### config.mk
export PLATFORM = sky130hd
export DESIGN_NAME = lsu_align
export DESIGN_NICKNAME = d
export VERILOG_FILES = /design/src/verilog/lsu_pkg.sv /design/src/verilog/lsu_align.sv
export VERILOG_INCLUDE_DIRS = /design/src /design/src/verilog
export SDC_FILE = /design/constraint.sdc
export NUM_CORES = 1
export LEC_CHECK = 0
export ABC_AREA = 1
export BUFFER_PORTS_ARGS = -buffer_cell sky130_fd_sc_hd__buf_4
export CAP_MARGIN = 20
export CORE_AREA = 2 2 67 69
export DETAILED_ROUTE_END_ITERATION = 8
export DIE_AREA = 0 0 69 71
export PLACE_DENSITY = 0.83
export REMOVE_ABC_BUFFERS = 1
export SETUP_SLACK_MARGIN = 0.2
export SYNTH_ARGS = -nofsm -noshare
export SYNTH_HDL_FRONTEND = slang
export SYNTH_SLANG_ARGS = --single-unit
### constraint.sdc
create_clock -name vclk -period 1.2
set_input_delay 0.12 -clock vclk [all_inputs]
set_output_delay 0.12 -clock vclk [all_outputs]
set_load 0.01 [all_outputs]
### src/verilog/lsu_config.svh
`ifndef LSU_CONFIG_SVH
`define LSU_CONFIG_SVH

// register width, also used as the byte address width
`define LSU_DATA_WIDTH 32

// sram depth in 32-bit words
// byte addresses from 4 * LSU_MEM_WORDS upward get SLVERR
`define LSU_MEM_WORDS 256

// idle cycles each ready stays low after its valid rises
`define LSU_SRAM_WAIT 2

`endif

### src/verilog/lsu_pkg.sv
`include "lsu_config.svh"

package lsu_pkg;

    typedef logic [`LSU_DATA_WIDTH-1:0]   addr_t;
    typedef logic [`LSU_DATA_WIDTH-1:0]   data_t;
    typedef logic [`LSU_DATA_WIDTH/8-1:0] strb_t;

    // one-hot: bit 0 byte, bit 1 halfword, bit 2 word
    typedef logic [2:0] size_t;

    typedef logic [1:0] resp_t;

    localparam resp_t resp_okay   = 2'b00;
    localparam resp_t resp_slverr = 2'b10;

    // bus master sequencing, store runs aw/w/b and load runs ar/r
    typedef enum logic [2:0] {
        ms_idle,
        ms_aw,
        ms_w,
        ms_b,
        ms_ar,
        ms_r
    } master_state_t;

endpackage

### src/verilog/lsu_align.sv
`include "lsu_config.svh"

module lsu_align (
    input  lsu_pkg::addr_t st_addr,
    input  lsu_pkg::size_t st_size,
    input  lsu_pkg::data_t st_data,
    output lsu_pkg::data_t st_lane_data,
    output lsu_pkg::strb_t st_strb,
    input  logic [1:0]     ld_offset,
    input  lsu_pkg::size_t ld_size,
    input  logic           ld_sext,
    input  lsu_pkg::data_t ld_raw,
    output lsu_pkg::data_t ld_data
);
    import lsu_pkg::*;

    logic [1:0]  st_offset;
    data_t       ld_shifted;
    logic [7:0]  ld_byte;
    logic [15:0] ld_half;

    // store side

    assign st_offset    = st_addr[1:0];
    assign st_lane_data = st_data << {st_offset, 3'b000};

    always_comb begin
        st_strb = '0;
        if (st_size[2]) begin
            if (st_offset == 2'b00) begin
                st_strb = '1;
            end
        end else if (st_size[1]) begin
            if (!st_offset[0]) begin
                st_strb = strb_t'(3) << st_offset; // lanes 0-1 or 2-3
            end
        end else if (st_size[0]) begin
            st_strb = strb_t'(1) << st_offset;
        end
    end

    // load side, bring the addressed lane down to bit 0
    assign ld_shifted = ld_raw >> {ld_offset, 3'b000};
    assign ld_byte    = ld_shifted[7:0];
    assign ld_half    = ld_shifted[15:0];

    always_comb begin
        ld_data = '0;
        if (ld_size[2]) begin
            ld_data = ld_raw; // low address bits ignored
        end else if (ld_size[1]) begin
            // odd halfword offset leaves zero
            if (!ld_offset[0]) begin
                if (ld_sext) begin
                    ld_data = {{(`LSU_DATA_WIDTH-16){ld_half[15]}}, ld_half};
                end else begin
                    ld_data = {{(`LSU_DATA_WIDTH-16){1'b0}}, ld_half};
                end
            end
        end else if (ld_size[0]) begin
            if (ld_sext) begin
                ld_data = {{(`LSU_DATA_WIDTH-8){ld_byte[7]}}, ld_byte};
            end else begin
                ld_data = {{(`LSU_DATA_WIDTH-8){1'b0}}, ld_byte};
            end
        end
    end

endmodule

## After elaboration in Yosys (flattened, before gate mapping)

Index checks and enable logic that the tools add are counted.

| cells by class | value |
|---|---|
| shift-type cells | 4 |
| muxes and demuxes | 11 |
| reduce and logical (&&, ||, !) cells | 1 |

Operator list:

| cell | number |
|---|---|
| $mux W32 | 6 |
| $shl A32 B5 Y32 | 1 |
| $shr A32 B5 Y16 | 1 |
| $mux W4 | 5 |
| $shl A1 B2 Y4 const A | 1 |
| $shl A2 B2 Y4 const A | 1 |
| $logic_not A2 Y1 | 1 |

| word-level totals | value |
|---|---|
| flip-flop bits (word level) | 0 |
| output and inout port bits | 68 |
| logic and storage cells | 16 |

## Logic depth before layout (Yosys ltp)

| depth | value |
|---|---|
| word-level depth | 5 |
| gate-level depth with buffers | 11 |
| depth with buffers taken out | 9 |

## Worst setup path after synthesis

Ideal clock, no wire load.

| path | value |
|---|---|
| path kind | in2out |
| start point | input port ld_offset[1] |
| end point | output port ld_data[21] |
| arrival | 0.937 ns |
| required time | 1.080 ns |
| path slack | 0.143 ns |
| stages | 11 |
| path through | buf_6 > inv_6 > nand2_2 > nand2_2 > nand2_2 > nand2_2 > nand2_2 > nand2_2 > nand2_4 > buf_6 > nand2_1 |

| on the way | value |
|---|---|
| cells in the longest elaborated chain, start to end | 5 |
| elaborated cells on any way between the ends | 7 |
| those cells by class | shift: 1; mux: 6 |

RTL lines:

| element | line | RTL |
|---|---|---|
| start, declared | lsu_align.sv:9 | `input logic [1:0] ld_offset,` |
| $shr A32 B5 Y16 (*) | lsu_align.sv:43 | `assign ld_shifted = ld_raw >> {ld_offset, 3'b000};` |
| $mux W32, on equally long branches | lsu_align.sv:61, lsu_align.sv:54 |  |
| $mux W32, on equally long branches | lsu_align.sv:60, lsu_align.sv:53 |  |
| $mux W32 (*) | lsu_align.sv:51 | `end else if (ld_size[1]) begin` |
| $mux W32 (*) | lsu_align.sv:49 | `if (ld_size[2]) begin` |
| end, declared | lsu_align.sv:13 | `output lsu_pkg::data_t ld_data` |

Mark *: on every way between the ends. The rest lies on a longest branch, timed or not.

## Worst setup path in the final report

| path | value |
|---|---|
| start point | input port ld_offset[1] |
| end point | output port ld_data[15] |

Same word-level chain as after synthesis.

==> parameters.txt <==
Parameter                              Value

Power and ir drop
  Cell-internal power ... 724.4 uW
  Logic gate share of total power ... 100.0%
  Worst vdd ir ... 0.0002548 V
  Clock share of power ... 0%
  Psw ... 701.7 uW
  Flop pwr share ... 0%
  Leakage Power ... 0.001712 uW
  Power density of the placed cells ... 437.0 mW/mm^2
  Proportion of total power due to net switching ... 49.21%

Detailed routing
  Routed length on met3 ... 842 um
  Total via count in the routed design ... 2612
  Number of routed nets with antenna violations ... 0
  Length of the first detailed-routing pass in iterations ... 5
  DRC marker count from the first detailed-route iteration ... 322
  Final WL ... 7828 um
  Via-per-instance ratio ... 5.419
  DRC errors left ... 0
  Max Used Layer ... met4
  Met2 routed WL ... 3984 um
  Wire per inst ... 16.24 um
  Metal-1 WL ... 2768 um

Worst setup path
  Arrival time at the worst endpoint ... 1.09 ns
  WP data required ... 1.08 ns
  Endpoint kind of the worst setup timing path ... primary output
  Crit Path Max Fanout ... 8
  Kind of critical path ... primary input to primary output
  Launching instance or port of the critical path ... ld_offset[1]
  Setup crit start kind ... primary input

Synthesis
  Post-Synthesis Mean Instance Area ... 4.643 um^2
  Top cell type by total area after synthesis ... nand2_1
  Yosys warns ... 0
  Unique cell type count in the Yosys netlist ... 22
  Post-synth top area share ... 25.15%
  Leading cell types by total area after synthesis ... nand2_1 (25%), nor2_1 (13%), inv_1 (9.6%), a21oi_1 (8.4%), o21ai_0 (8.4%)
  Part of the Yosys area used for sequential elements ... 0%
  Number of standard cells after synthesis ... 270
  Post-Synthesis Cell Area ... 0.001254 mm^2

Floorplan
  Starting density of the core ... 29.82%
  Die outline area ... 0.004899 mm^2
  Top Ports ... 173
  Die Height ... 71 um
  Area inside the core boundary ... 0.004204 mm^2
  Std-Cell Rows ... 24
  Die X ... 69 um

Placed design
  Detailed placer's ending HPWL ... 4803 um
  Setup slack at placement ... -0.004826 ns
  Routability Congestion ... 0.8675
  IO Port Bufs ... 143

STA
  Crit path time final ... 1.208 ns
  Unrepaired setup endpoints after global routing ... yes
  Min Hold Slack ... 0.5344 ns
  Setup-failing EPs final ... 1
  Period utilisation layout ... 100.6%
  Worst slew pin tran ... 0.3104 ns
  Pins Over Slew Limit ... 0
  Relative slew margins ... 79.31%
  Max Clock Freq ... 828.0 MHz
  Crit path setup slack, layout ... -0.007772 ns
  Final Hold Fails ... 0

GRT
  Gr ovfl total ... 0
  Global-route wire length before repair ... 10920 um
  Number of global-route vias before repair ... 2409
  Pin count of the biggest net entering global routing ... 30
  Number of antenna violations at the first check in global routing ... 0
  All-layer global routing usage ... 26.29%

Cells and area
  Layout net count ... 537
  Diode count ... 0
  Final-layout clock buffer total ... 0
  Proportion of layout cells with a drive suffix above 1 ... 59.53%
  Share of the core filled with cells in the final layout ... 77.62%
  Layout Area Growth over Synthesis ... 160.3%
  Total number of sequential cells ... 0
  Register Area ... 0 um^2

Min path
  HP Start ... ld_raw[1]
  Classification of the worst-slack hold path ... primary input to primary output

Run status
  Outcome ... complete, but fails checks
  Violations in the final reports ... setup timing

Clocking
  Hold-fix buffer count after cts ... 0

Run
  Count of max-cap constraint violations ... 0
Yosys cell counts:
library cell and instances:
inv_6 1, nand3_2 1, buf_6 2, clkbuf_1 7, nor2_2 1, buf_2 6, a22oi_1 5, o21a_1 6
o21ai_0 21, nor2_1 45, inv_2 2, nand2_1 84, nand3_1 10, o31ai_1 1, o211ai_1 7, o221ai_1 8
inv_1 32, nand2_2 7, nand2_4 1, nand4_1 1, clkinv_1 1, a21oi_1 21
cell usage in the layout, fill, tap and decap left out, types with 3 or more instances in the layout:
cell type	n
inv_2	5
buf_6	28
nand3_1	7
nor2_1	42
o21a_1	6
a22oi_1	3
inv_1	25
a21oi_1	7
nand2_2	13
o21ai_0	8
nor2_4	4
a21oi_2	14
nand2_8	6
o211ai_1	7
o221ai_2	7
buf_12	6
nand3_2	3
nand2_4	20
nand2_1	55
o21ai_1	12
buf_4	135
stage by stage:
| step | power (uW) | area [um^2] | instances | TNS, ns |
|---|---|---|---|---|
| after CTS | 1236 | 2915 | 475 | 0 |
| after global placement | 1029 | 2471 | 466 | 0 |
| after global routing | 1510 | 3263 | 482 | -0.1325 |
| after floorplan | 405.6 | 1175 | 255 | 0 |
| after detailed placement | 1044 | 2471 | 466 | -0.006726 |
| final | 1426 | 3263 | 482 | -0.007772 |
worst paths after layout:
check | cells after the start | to
min | 4 | ld_data[1]
max | 8 | ld_data[15]
layout make-up:
type,instances,area (um^2)
Fill cell,274,940.9
Timing Repair Buffer,173,1534
Multi-Input combinational cell,221,1489
Inverter,36,175.2
Tap cell,52,65.06
power groups by stage:
stage	registers, uW	clock network [uW]	logic [uW]
after floorplan	0	0	406
after global placement	0	0	1030
after detailed placement	0	0	1040
after CTS	0	0	1240
after global routing	0	0	1510
final	0	0	1430
worst max-delay path, cell delays in order:
cell and delay [ns]:
buf_12 0.10, clkinv_8 0.05, nand2_2 0.08, nand3_2 0.11, nand2_4 0.12, nand3_4 0.15, a21oi_1 0.20, buf_4 0.15
cell families after synthesis:
group                  after synthesis  synth area share (%)
AO/OA/AOI/OAI                       69                 33.73
buffers and inverters               51                 17.47
AND/OR/NAND/NOR                    150                 48.80
layer usage:
layer / GRT usage (%) / vias to the layer above
li1: - / 1206
met2: 52.24 / 179
met4: 5.882 / 0
met1: 28.46 / 1195
met3: 5.128 / 32
met5: 0 / -
what timing repair did:
action                                  in CTS  in global routing
setup buffers                                6                  6
resized for setup                           93                 79
pin swaps                                   23                 36
hold endpoints to repair                     0                  0
endpoints found under the setup margin      54                 52
gates cloned                                 3                  1
Power figures use the tool's default switching activity.
