--- config.mk ---
export PLATFORM = sky130hd
export DESIGN_NAME = lsu_axi_master
export DESIGN_NICKNAME = d
export VERILOG_FILES = /design/src/verilog/lsu_pkg.sv /design/src/verilog/lsu_axi_master.sv
export VERILOG_INCLUDE_DIRS = /design/src /design/src/verilog
export SDC_FILE = /design/constraint.sdc
export NUM_CORES = 1
export LEC_CHECK = 0
export BUFFER_PORTS_ARGS = -buffer_cell sky130_fd_sc_hd__buf_2
export CAP_MARGIN = 20
export CORE_ASPECT_RATIO = 0.5
export CORE_MARGIN = 5
export CORE_UTILIZATION = 40
export CTS_CLUSTER_SIZE = 16
export DETAILED_ROUTE_END_ITERATION = 16
export PLACE_DENSITY = 0.85
export SLEW_MARGIN = 20
export SYNTH_ARGS = -nofsm -noshare
export SYNTH_HDL_FRONTEND = slang
export SYNTH_SLANG_ARGS = --single-unit
export TNS_END_PERCENT = 1
--- constraint.sdc ---
create_clock -name clk -period 13.05 [get_ports clk]
set_input_delay 1.305 -clock clk [delete_from_list [all_inputs] [get_ports clk]]
set_output_delay 1.305 -clock clk [all_outputs]
set_load 0.01 [all_outputs]
--- src/verilog/lsu_config.svh ---
`ifndef LSU_CONFIG_SVH
`define LSU_CONFIG_SVH

// register width, also used as the byte address width
`define LSU_DATA_WIDTH 32

// sram depth in 32-bit words
// byte addresses from 4 * LSU_MEM_WORDS upward get SLVERR
`define LSU_MEM_WORDS 256

// idle cycles each ready stays low after its valid rises
`define LSU_SRAM_WAIT 2

`endif

--- src/verilog/lsu_pkg.sv ---
`include "lsu_config.svh"

package lsu_pkg;

    typedef logic [`LSU_DATA_WIDTH-1:0]   addr_t;
    typedef logic [`LSU_DATA_WIDTH-1:0]   data_t;
    typedef logic [`LSU_DATA_WIDTH/8-1:0] strb_t;

    // one-hot: bit 0 byte, bit 1 halfword, bit 2 word
    typedef logic [2:0] size_t;

    typedef logic [1:0] resp_t;

    localparam resp_t resp_okay   = 2'b00;
    localparam resp_t resp_slverr = 2'b10;

    // bus master sequencing, store runs aw/w/b and load runs ar/r
    typedef enum logic [2:0] {
        ms_idle,
        ms_aw,
        ms_w,
        ms_b,
        ms_ar,
        ms_r
    } master_state_t;

endpackage

--- src/verilog/lsu_axi_master.sv ---
`include "lsu_config.svh"

module lsu_axi_master (
    input  logic           clk,
    input  logic           rst,
    input  logic           mem_valid,
    input  logic           mem_ren,
    input  logic           mem_wen,
    input  lsu_pkg::addr_t mem_addr,
    input  lsu_pkg::size_t mem_size,
    input  logic           mem_sext,
    input  lsu_pkg::data_t st_lane_data,
    input  lsu_pkg::strb_t st_strb,
    output logic [1:0]     ld_offset,
    output lsu_pkg::size_t ld_size,
    output logic           ld_sext,
    output lsu_pkg::data_t ld_raw,
    output logic           mem_rvalid,
    output logic           mem_wcomplete,
    output logic           mem_err,
    output logic           mem_access_start,
    output logic           awvalid,
    input  logic           awready,
    output lsu_pkg::addr_t awaddr,
    output logic           wvalid,
    input  logic           wready,
    output lsu_pkg::data_t wdata,
    output lsu_pkg::strb_t wstrb,
    input  logic           bvalid,
    output logic           bready,
    input  lsu_pkg::resp_t bresp,
    output logic           arvalid,
    input  logic           arready,
    output lsu_pkg::addr_t araddr,
    input  logic           rvalid,
    output logic           rready,
    input  lsu_pkg::data_t rdata,
    input  lsu_pkg::resp_t rresp
);
    import lsu_pkg::*;

    master_state_t state;
    master_state_t state_next;

    logic  wr_req;
    logic  rd_req;
    logic  wr_req_q;
    logic  rd_req_q;
    logic  wr_start;
    logic  rd_start;

    addr_t addr_q;
    size_t size_q;
    logic  sext_q;
    data_t wdata_q;
    strb_t strb_q;

    logic  aw_fire;
    logic  w_fire;
    logic  b_fire;
    logic  ar_fire;
    logic  r_fire;

    assign wr_req = mem_valid & mem_wen;
    assign rd_req = mem_valid & mem_ren;

    always_ff @(posedge clk) begin
        if (rst) begin
            wr_req_q <= 1'b0;
            rd_req_q <= 1'b0;
        end else begin
            wr_req_q <= wr_req;
            rd_req_q <= rd_req;
        end
    end

    // edges seen while busy are dropped
    assign wr_start = wr_req & ~wr_req_q & (state == ms_idle);
    assign rd_start = rd_req & ~rd_req_q & (state == ms_idle) & ~wr_start; // store wins a tie
    assign mem_access_start = wr_start | rd_start;

    always_ff @(posedge clk) begin
        if (mem_access_start) begin
            addr_q  <= mem_addr;
            size_q  <= mem_size;
            sext_q  <= mem_sext;
            wdata_q <= st_lane_data;
            strb_q  <= st_strb;
        end
    end

    assign aw_fire = awvalid & awready;
    assign w_fire  = wvalid & wready;
    assign b_fire  = bvalid & bready;
    assign ar_fire = arvalid & arready;
    assign r_fire  = rvalid & rready;

    always_comb begin
        state_next = state;
        case (state)
            ms_idle: begin
                if (wr_start) begin
                    state_next = ms_aw;
                end else if (rd_start) begin
                    state_next = ms_ar;
                end
            end
            ms_aw:   if (aw_fire) state_next = ms_w;
            ms_w:    if (w_fire)  state_next = ms_b;
            ms_b:    if (b_fire)  state_next = ms_idle;
            ms_ar:   if (ar_fire) state_next = ms_r;
            ms_r:    if (r_fire)  state_next = ms_idle;
            default: state_next = ms_idle;
        endcase
    end

    always_ff @(posedge clk) begin
        if (rst) begin
            state <= ms_idle;
        end else begin
            state <= state_next;
        end
    end

    assign awvalid = (state == ms_aw);
    assign awaddr  = addr_q;
    assign wvalid  = (state == ms_w);
    assign wdata   = wdata_q;
    assign wstrb   = strb_q;
    assign bready  = (state == ms_w) | (state == ms_b); // up early, never stalls b
    assign arvalid = (state == ms_ar);
    assign araddr  = addr_q;
    assign rready  = (state == ms_ar) | (state == ms_r);

    assign mem_wcomplete = b_fire;
    assign mem_rvalid    = r_fire;
    assign mem_err       = (b_fire & (bresp != resp_okay)) | (r_fire & (rresp != resp_okay));

    // load extension works from the held request
    assign ld_offset = addr_q[1:0];
    assign ld_size   = size_q;
    assign ld_sext   = sext_q;
    assign ld_raw    = r_fire ? rdata : {`LSU_DATA_WIDTH{1'b0}};

endmodule

======== Word-level counts from Yosys, hierarchy flattened ========
Cells that the tools add are included.
Widths: inputs -> output; s select.
operators by class
  add/subtract/negate cells ............... 0
  multiply operators ...................... 0
  divide/modulo/power cells ............... 0
  magnitude comparators ................... 0
  equality and inequality tests ........... 11
  shifts and indexed selects .............. 0
  multiplexer cells ....................... 9
  bitwise operators ....................... 21
  reductions and logical operators ........ 4
operators with widths
  cell                number
  $mux 32             1
  $mux 3              7
  $pmux 3 s6          1
  $and 1x1->1         14
  $eq 3x2->1 const B  2
  $eq 3x3->1 const B  2
  $ne 2x1->1 const B  3
  $reduce_and 6->1    1
  $ne 2x2->1 const B  2
  $or 1x1->1          4
  $reduce_bool 2->1   2
  $eq 3x1->1 const B  1
  $logic_not 3->1     1
  $ne 3x3->1 const B  1
  $not 1->1           3
word-level totals
  bits in registers ....................... 77
  bits in latches ......................... 0
  RAM bits ................................ 0
  bits in read-only memories .............. 0
  input port bits ......................... 118
  output and inout bits ................... 147
  word-level logic and storage cells ...... 53
  memories kept ........................... 0

======== Logic depth before layout (Yosys ltp) ========
  word-level depth ........................ 8
  gate-level depth with buffers ........... 5

======== Worst setup path after synthesis ========
No wires, ideal clock.
  kind .................................... input -> output
  start point ............................. in mem_wen
  end point ............................... out mem_access_start
  arrival time ............................ 4.988 ns
  data required time ...................... 11.745 ns
  setup slack ............................. 6.757 ns
  stages on the path ...................... 3
  cells stage by stage .................... nor2b_1 -> o2111a_1 -> nor2b_1
on the way
  longest elaborated chain between the ends .. 6
RTL lines
  what                        line                  source
  start, declared             lsu_axi_master.sv:8   input logic mem_wen,
  $and 1x1->1 *               lsu_axi_master.sv:64  assign wr_req = mem_valid & mem_wen;
  $and 1x1->1 * (2 in a row)  lsu_axi_master.sv:78  assign wr_start = wr_req & ~wr_req_q & (state == ms_idle);
  $not 1->1                   lsu_axi_master.sv:79  assign rd_start = rd_req & ~rd_req_q & (state == ms_idle) & ~wr_start;
  $and 1x1->1                 lsu_axi_master.sv:79
  $or 1x1->1 *                lsu_axi_master.sv:80  assign mem_access_start = wr_start | rd_start;
  end, declared               lsu_axi_master.sv:21  output logic mem_access_start,
Every way passes the cells marked *; elsewhere a longest branch is shown, timed or not.

======== Worst setup path after layout ========
Ends and elaborated chain as after synthesis.

==> flow_summary_export.csv <==
group,metric,value,unit
drt,wl_met3,515,microns
hold_path,hp-class,"reg2reg",
placement,placed_area,0.00415,sq mm
power_and_ir_drop,clock_power_share,0.396,
placement,hpwl,7.26,mm
setup_path,worst-setup-path-type,"in2out",
grt,grt_overflow,0,
setup_path,critical_path.max_fanout,73,
yosys,async_reset_ff_frac,0,
grt,grt_pass1_wl,13.5,mm
power_and_ir_drop,pwr-share-seq,0.442,
clocking,cts_buffers,9,
clocking,clock-root-buffer,"clkbuf_16",
drt,dr.pass1.iters,4,
finish,area_delta_synth_final,50.9,%
floorplan,num_rows,22,
finish,drive_gt1_frac,0.664,
floorplan,start_util,0.408,
yosys,synth_top_area_cell,"edfxtp_1",
placement,place.port_buffers,264,
drt,drc_errors,0,
job,maxCapViolations,0,
grt,grt_use_total,0.186,
clocking,cts_tree,"built",
yosys,yosys_warnings,0,
grt,antenna_found_initial,0,
floorplan,die_h,71.0,microns
setup_path,cp.required,11.74,ns
outcome,status,"complete, no violations",
finish,stdcell_area,0.00450,sq mm
yosys,synth_cell_types,24,
finish,fin_util,0.616,
power_and_ir_drop,p_sw_frac,0.243,
setup_path,arrival,2.90,ns
yosys,synth_common_cells,"edfxtp_1, and3_1, buf_4",
timing,finalSetupTns,0,ns
floorplan,die_x,132,microns
clocking,clkSinkCount,77,
setup_path,crit_path_start_kind,"input pin",
power_and_ir_drop,p_int,0.537,mW
timing,slew_viol_final,0,
yosys,synth_ff_type,"edfxtp_1",
timing,clock_skew,0.00728,ns
timing,finalSetupViolations,0,
drt,ant_nets,0,
clocking,clk_path_buf_depth,2,
timing,rsz0062_at_grt,"false",
yosys,synth_area_leaders,"edfxtp_1, buf_4, and3_1, dfxtp_1, a21oi_1",
setup_path,rr_worst_depth,4,
yosys,synth-edff-count,72,
power_and_ir_drop,p_per_area,158,mW/mm^2
drt,post_drt_wl_per_cell,17.5,microns
timing,period_share,0.322,
clocking,clock_latency,0.33,ns
finish,fillerInstances,616,
drt,finalWirelength,9.19,mm
finish,multi_input_area,425,sq um
hold_path,hold_depth,1,
floorplan,coreArea,0.00729,sq mm
yosys,syn_avg_cell_area,15.8,sq um
drt,via_count,2391,
grt,grt_pass1_vias,2507,
drt,highest_layer,"met4",
finish,instances_no_fill,524,
drt,drt-vias-per-instance,4.56,
yosys,syn_area,0.00298,sq mm
clocking,cts-resized-gates,0,
power_and_ir_drop,p_comb_frac,0.162,
timing,relSlewSlack,0.410,
finish,antennaDiodeCount,0,
floorplan,die_area,0.00938,sq mm
drt,drt_iter0_markers,129,
yosys,yosysTopAreaCellShare,0.726,
grt,grt_max_degree,74,
power_and_ir_drop,switchingPower,0.172,mW
yosys,yosysMostFrequentCell,"edfxtp_1",
timing,fmax,0.238,GHz
floorplan,ios,265,
drt,wl_met1,3.39,mm
clocking,clk_transition_reported_paths,0.06,ns
drt,wl_met2,5.13,mm
timing,tightest_slew,0.885,ns
yosys,syn_inst,189,
timing,hold_violations,0,
finish,regArea,0.00226,sq mm
timing,min_period,4.21,ns
power_and_ir_drop,p_leak,2.27,nW
yosys,syn_nets,307,
clocking,postCtsSetupBuffers,0,
finish,nNetsFinal,541,
clocking,postCtsHoldBufs,0,
power_and_ir_drop,peakVddDrop,0.0830,mV
yosys,seq_area_frac_synth,0.759,
clocking,htreeDepth,3,
yosys,ys_ff_latch,77,
placement,gp_congestion,0.817,
placement,dp.cells,508,
setup_path,worstSetupEndpointType,"output port",
[power groups by stage]
| stage | clock network [mW] | logic (mW) | registers (mW) |
|---|---|---|---|
| CTS | 0.288 | 0.116 | 0.314 |
| finish | 0.281 | 0.115 | 0.314 |
| global route | 0.298 | 0.124 | 0.317 |
| global placement | 0 | 0.113 | 0.317 |
| detailed placement | 0 | 0.115 | 0.319 |
| floorplan | 0 | 0.0534 | 0.330 |
[cell type report]
type	instances	area share
clock inverters	7	0.0273
clock buffers	9	0.0501
multi-input cells	67	0.0946
repair buffers	265	0.296
flip-flops and latches	77	0.503
inverters	3	0.00250
well taps	96	0.0267
[path summary, 6_finish.rpt]
path | start | endpoint | slack, ns
worst max-delay path | mem_wen | mem_access_start | 8.84
worst min-delay path | state[2] | state[1] | 0.60
worst max register to register | state[1] | araddr[20] | 11.02
worst min register to register | state[2] | state[1] | 0.60
[through the flow]
| step | hold slack [ns] | worst slack [ns] | power [mW] |
|---|---|---|---|
| global placement | 0.595 | 8.87 | 0.431 |
| global route | 0.635 | 8.71 | 0.739 |
| finish | 0.603 | 8.84 | 0.710 |
| detailed placement | 0.589 | 8.83 | 0.434 |
| floorplan | 0.522 | 6.76 | 0.384 |
| CTS | 0.601 | 8.82 | 0.718 |
[state kept, by name, summed over array words and instances (netlist names)]
register	flops
araddr	32
ld_sext	1
wstrb	4
ld_size	3
rd_req_q	1
wr_req_q	1
state	3
wdata	32
[metal layers]
metal,vias up,global-route usage
li1,1132,-
met1,1143,0.215
met2,101,0.340
met3,15,0.0476
met4,0,0.0673
met5,-,0
[worst max-delay path, stage by stage]
cell      delay (ns)
buf_2           0.10
nor2b_1         0.13
o2111a_1        0.26
nor2b_4         0.15
buf_4           0.69
buf_2           0.27
[kinds of logic (layout without fill, tap and decap cells)]
| logic type | count (synthesis) | in the layout | share of synthesized area |
|---|---|---|---|
| mux | 1 | 1 | 0.00336 |
| flops | 77 | 77 | 0.759 |
| compound gates | 13 | 13 | 0.0298 |
| buf+inv | 45 | 284 | 0.100 |
| simple gates | 53 | 53 | 0.107 |
[layout by cell type (no fill, tap or decap), types with 2 or more instances in the layout]
master	instances
a21oi_1	6
and2_1	2
bufinv_16	3
clkinvlp_4	2
clkbuf_16	9
nor3_1	4
nand2_1	2
and2b_1	2
edfxtp_1	72
nor2b_1	2
buf_2	264
o21ai_0	2
nor2_1	3
and3_1	35
inv_2	2
dfxtp_1	5
No activity file was read; power rests on OpenSTA's default activity.
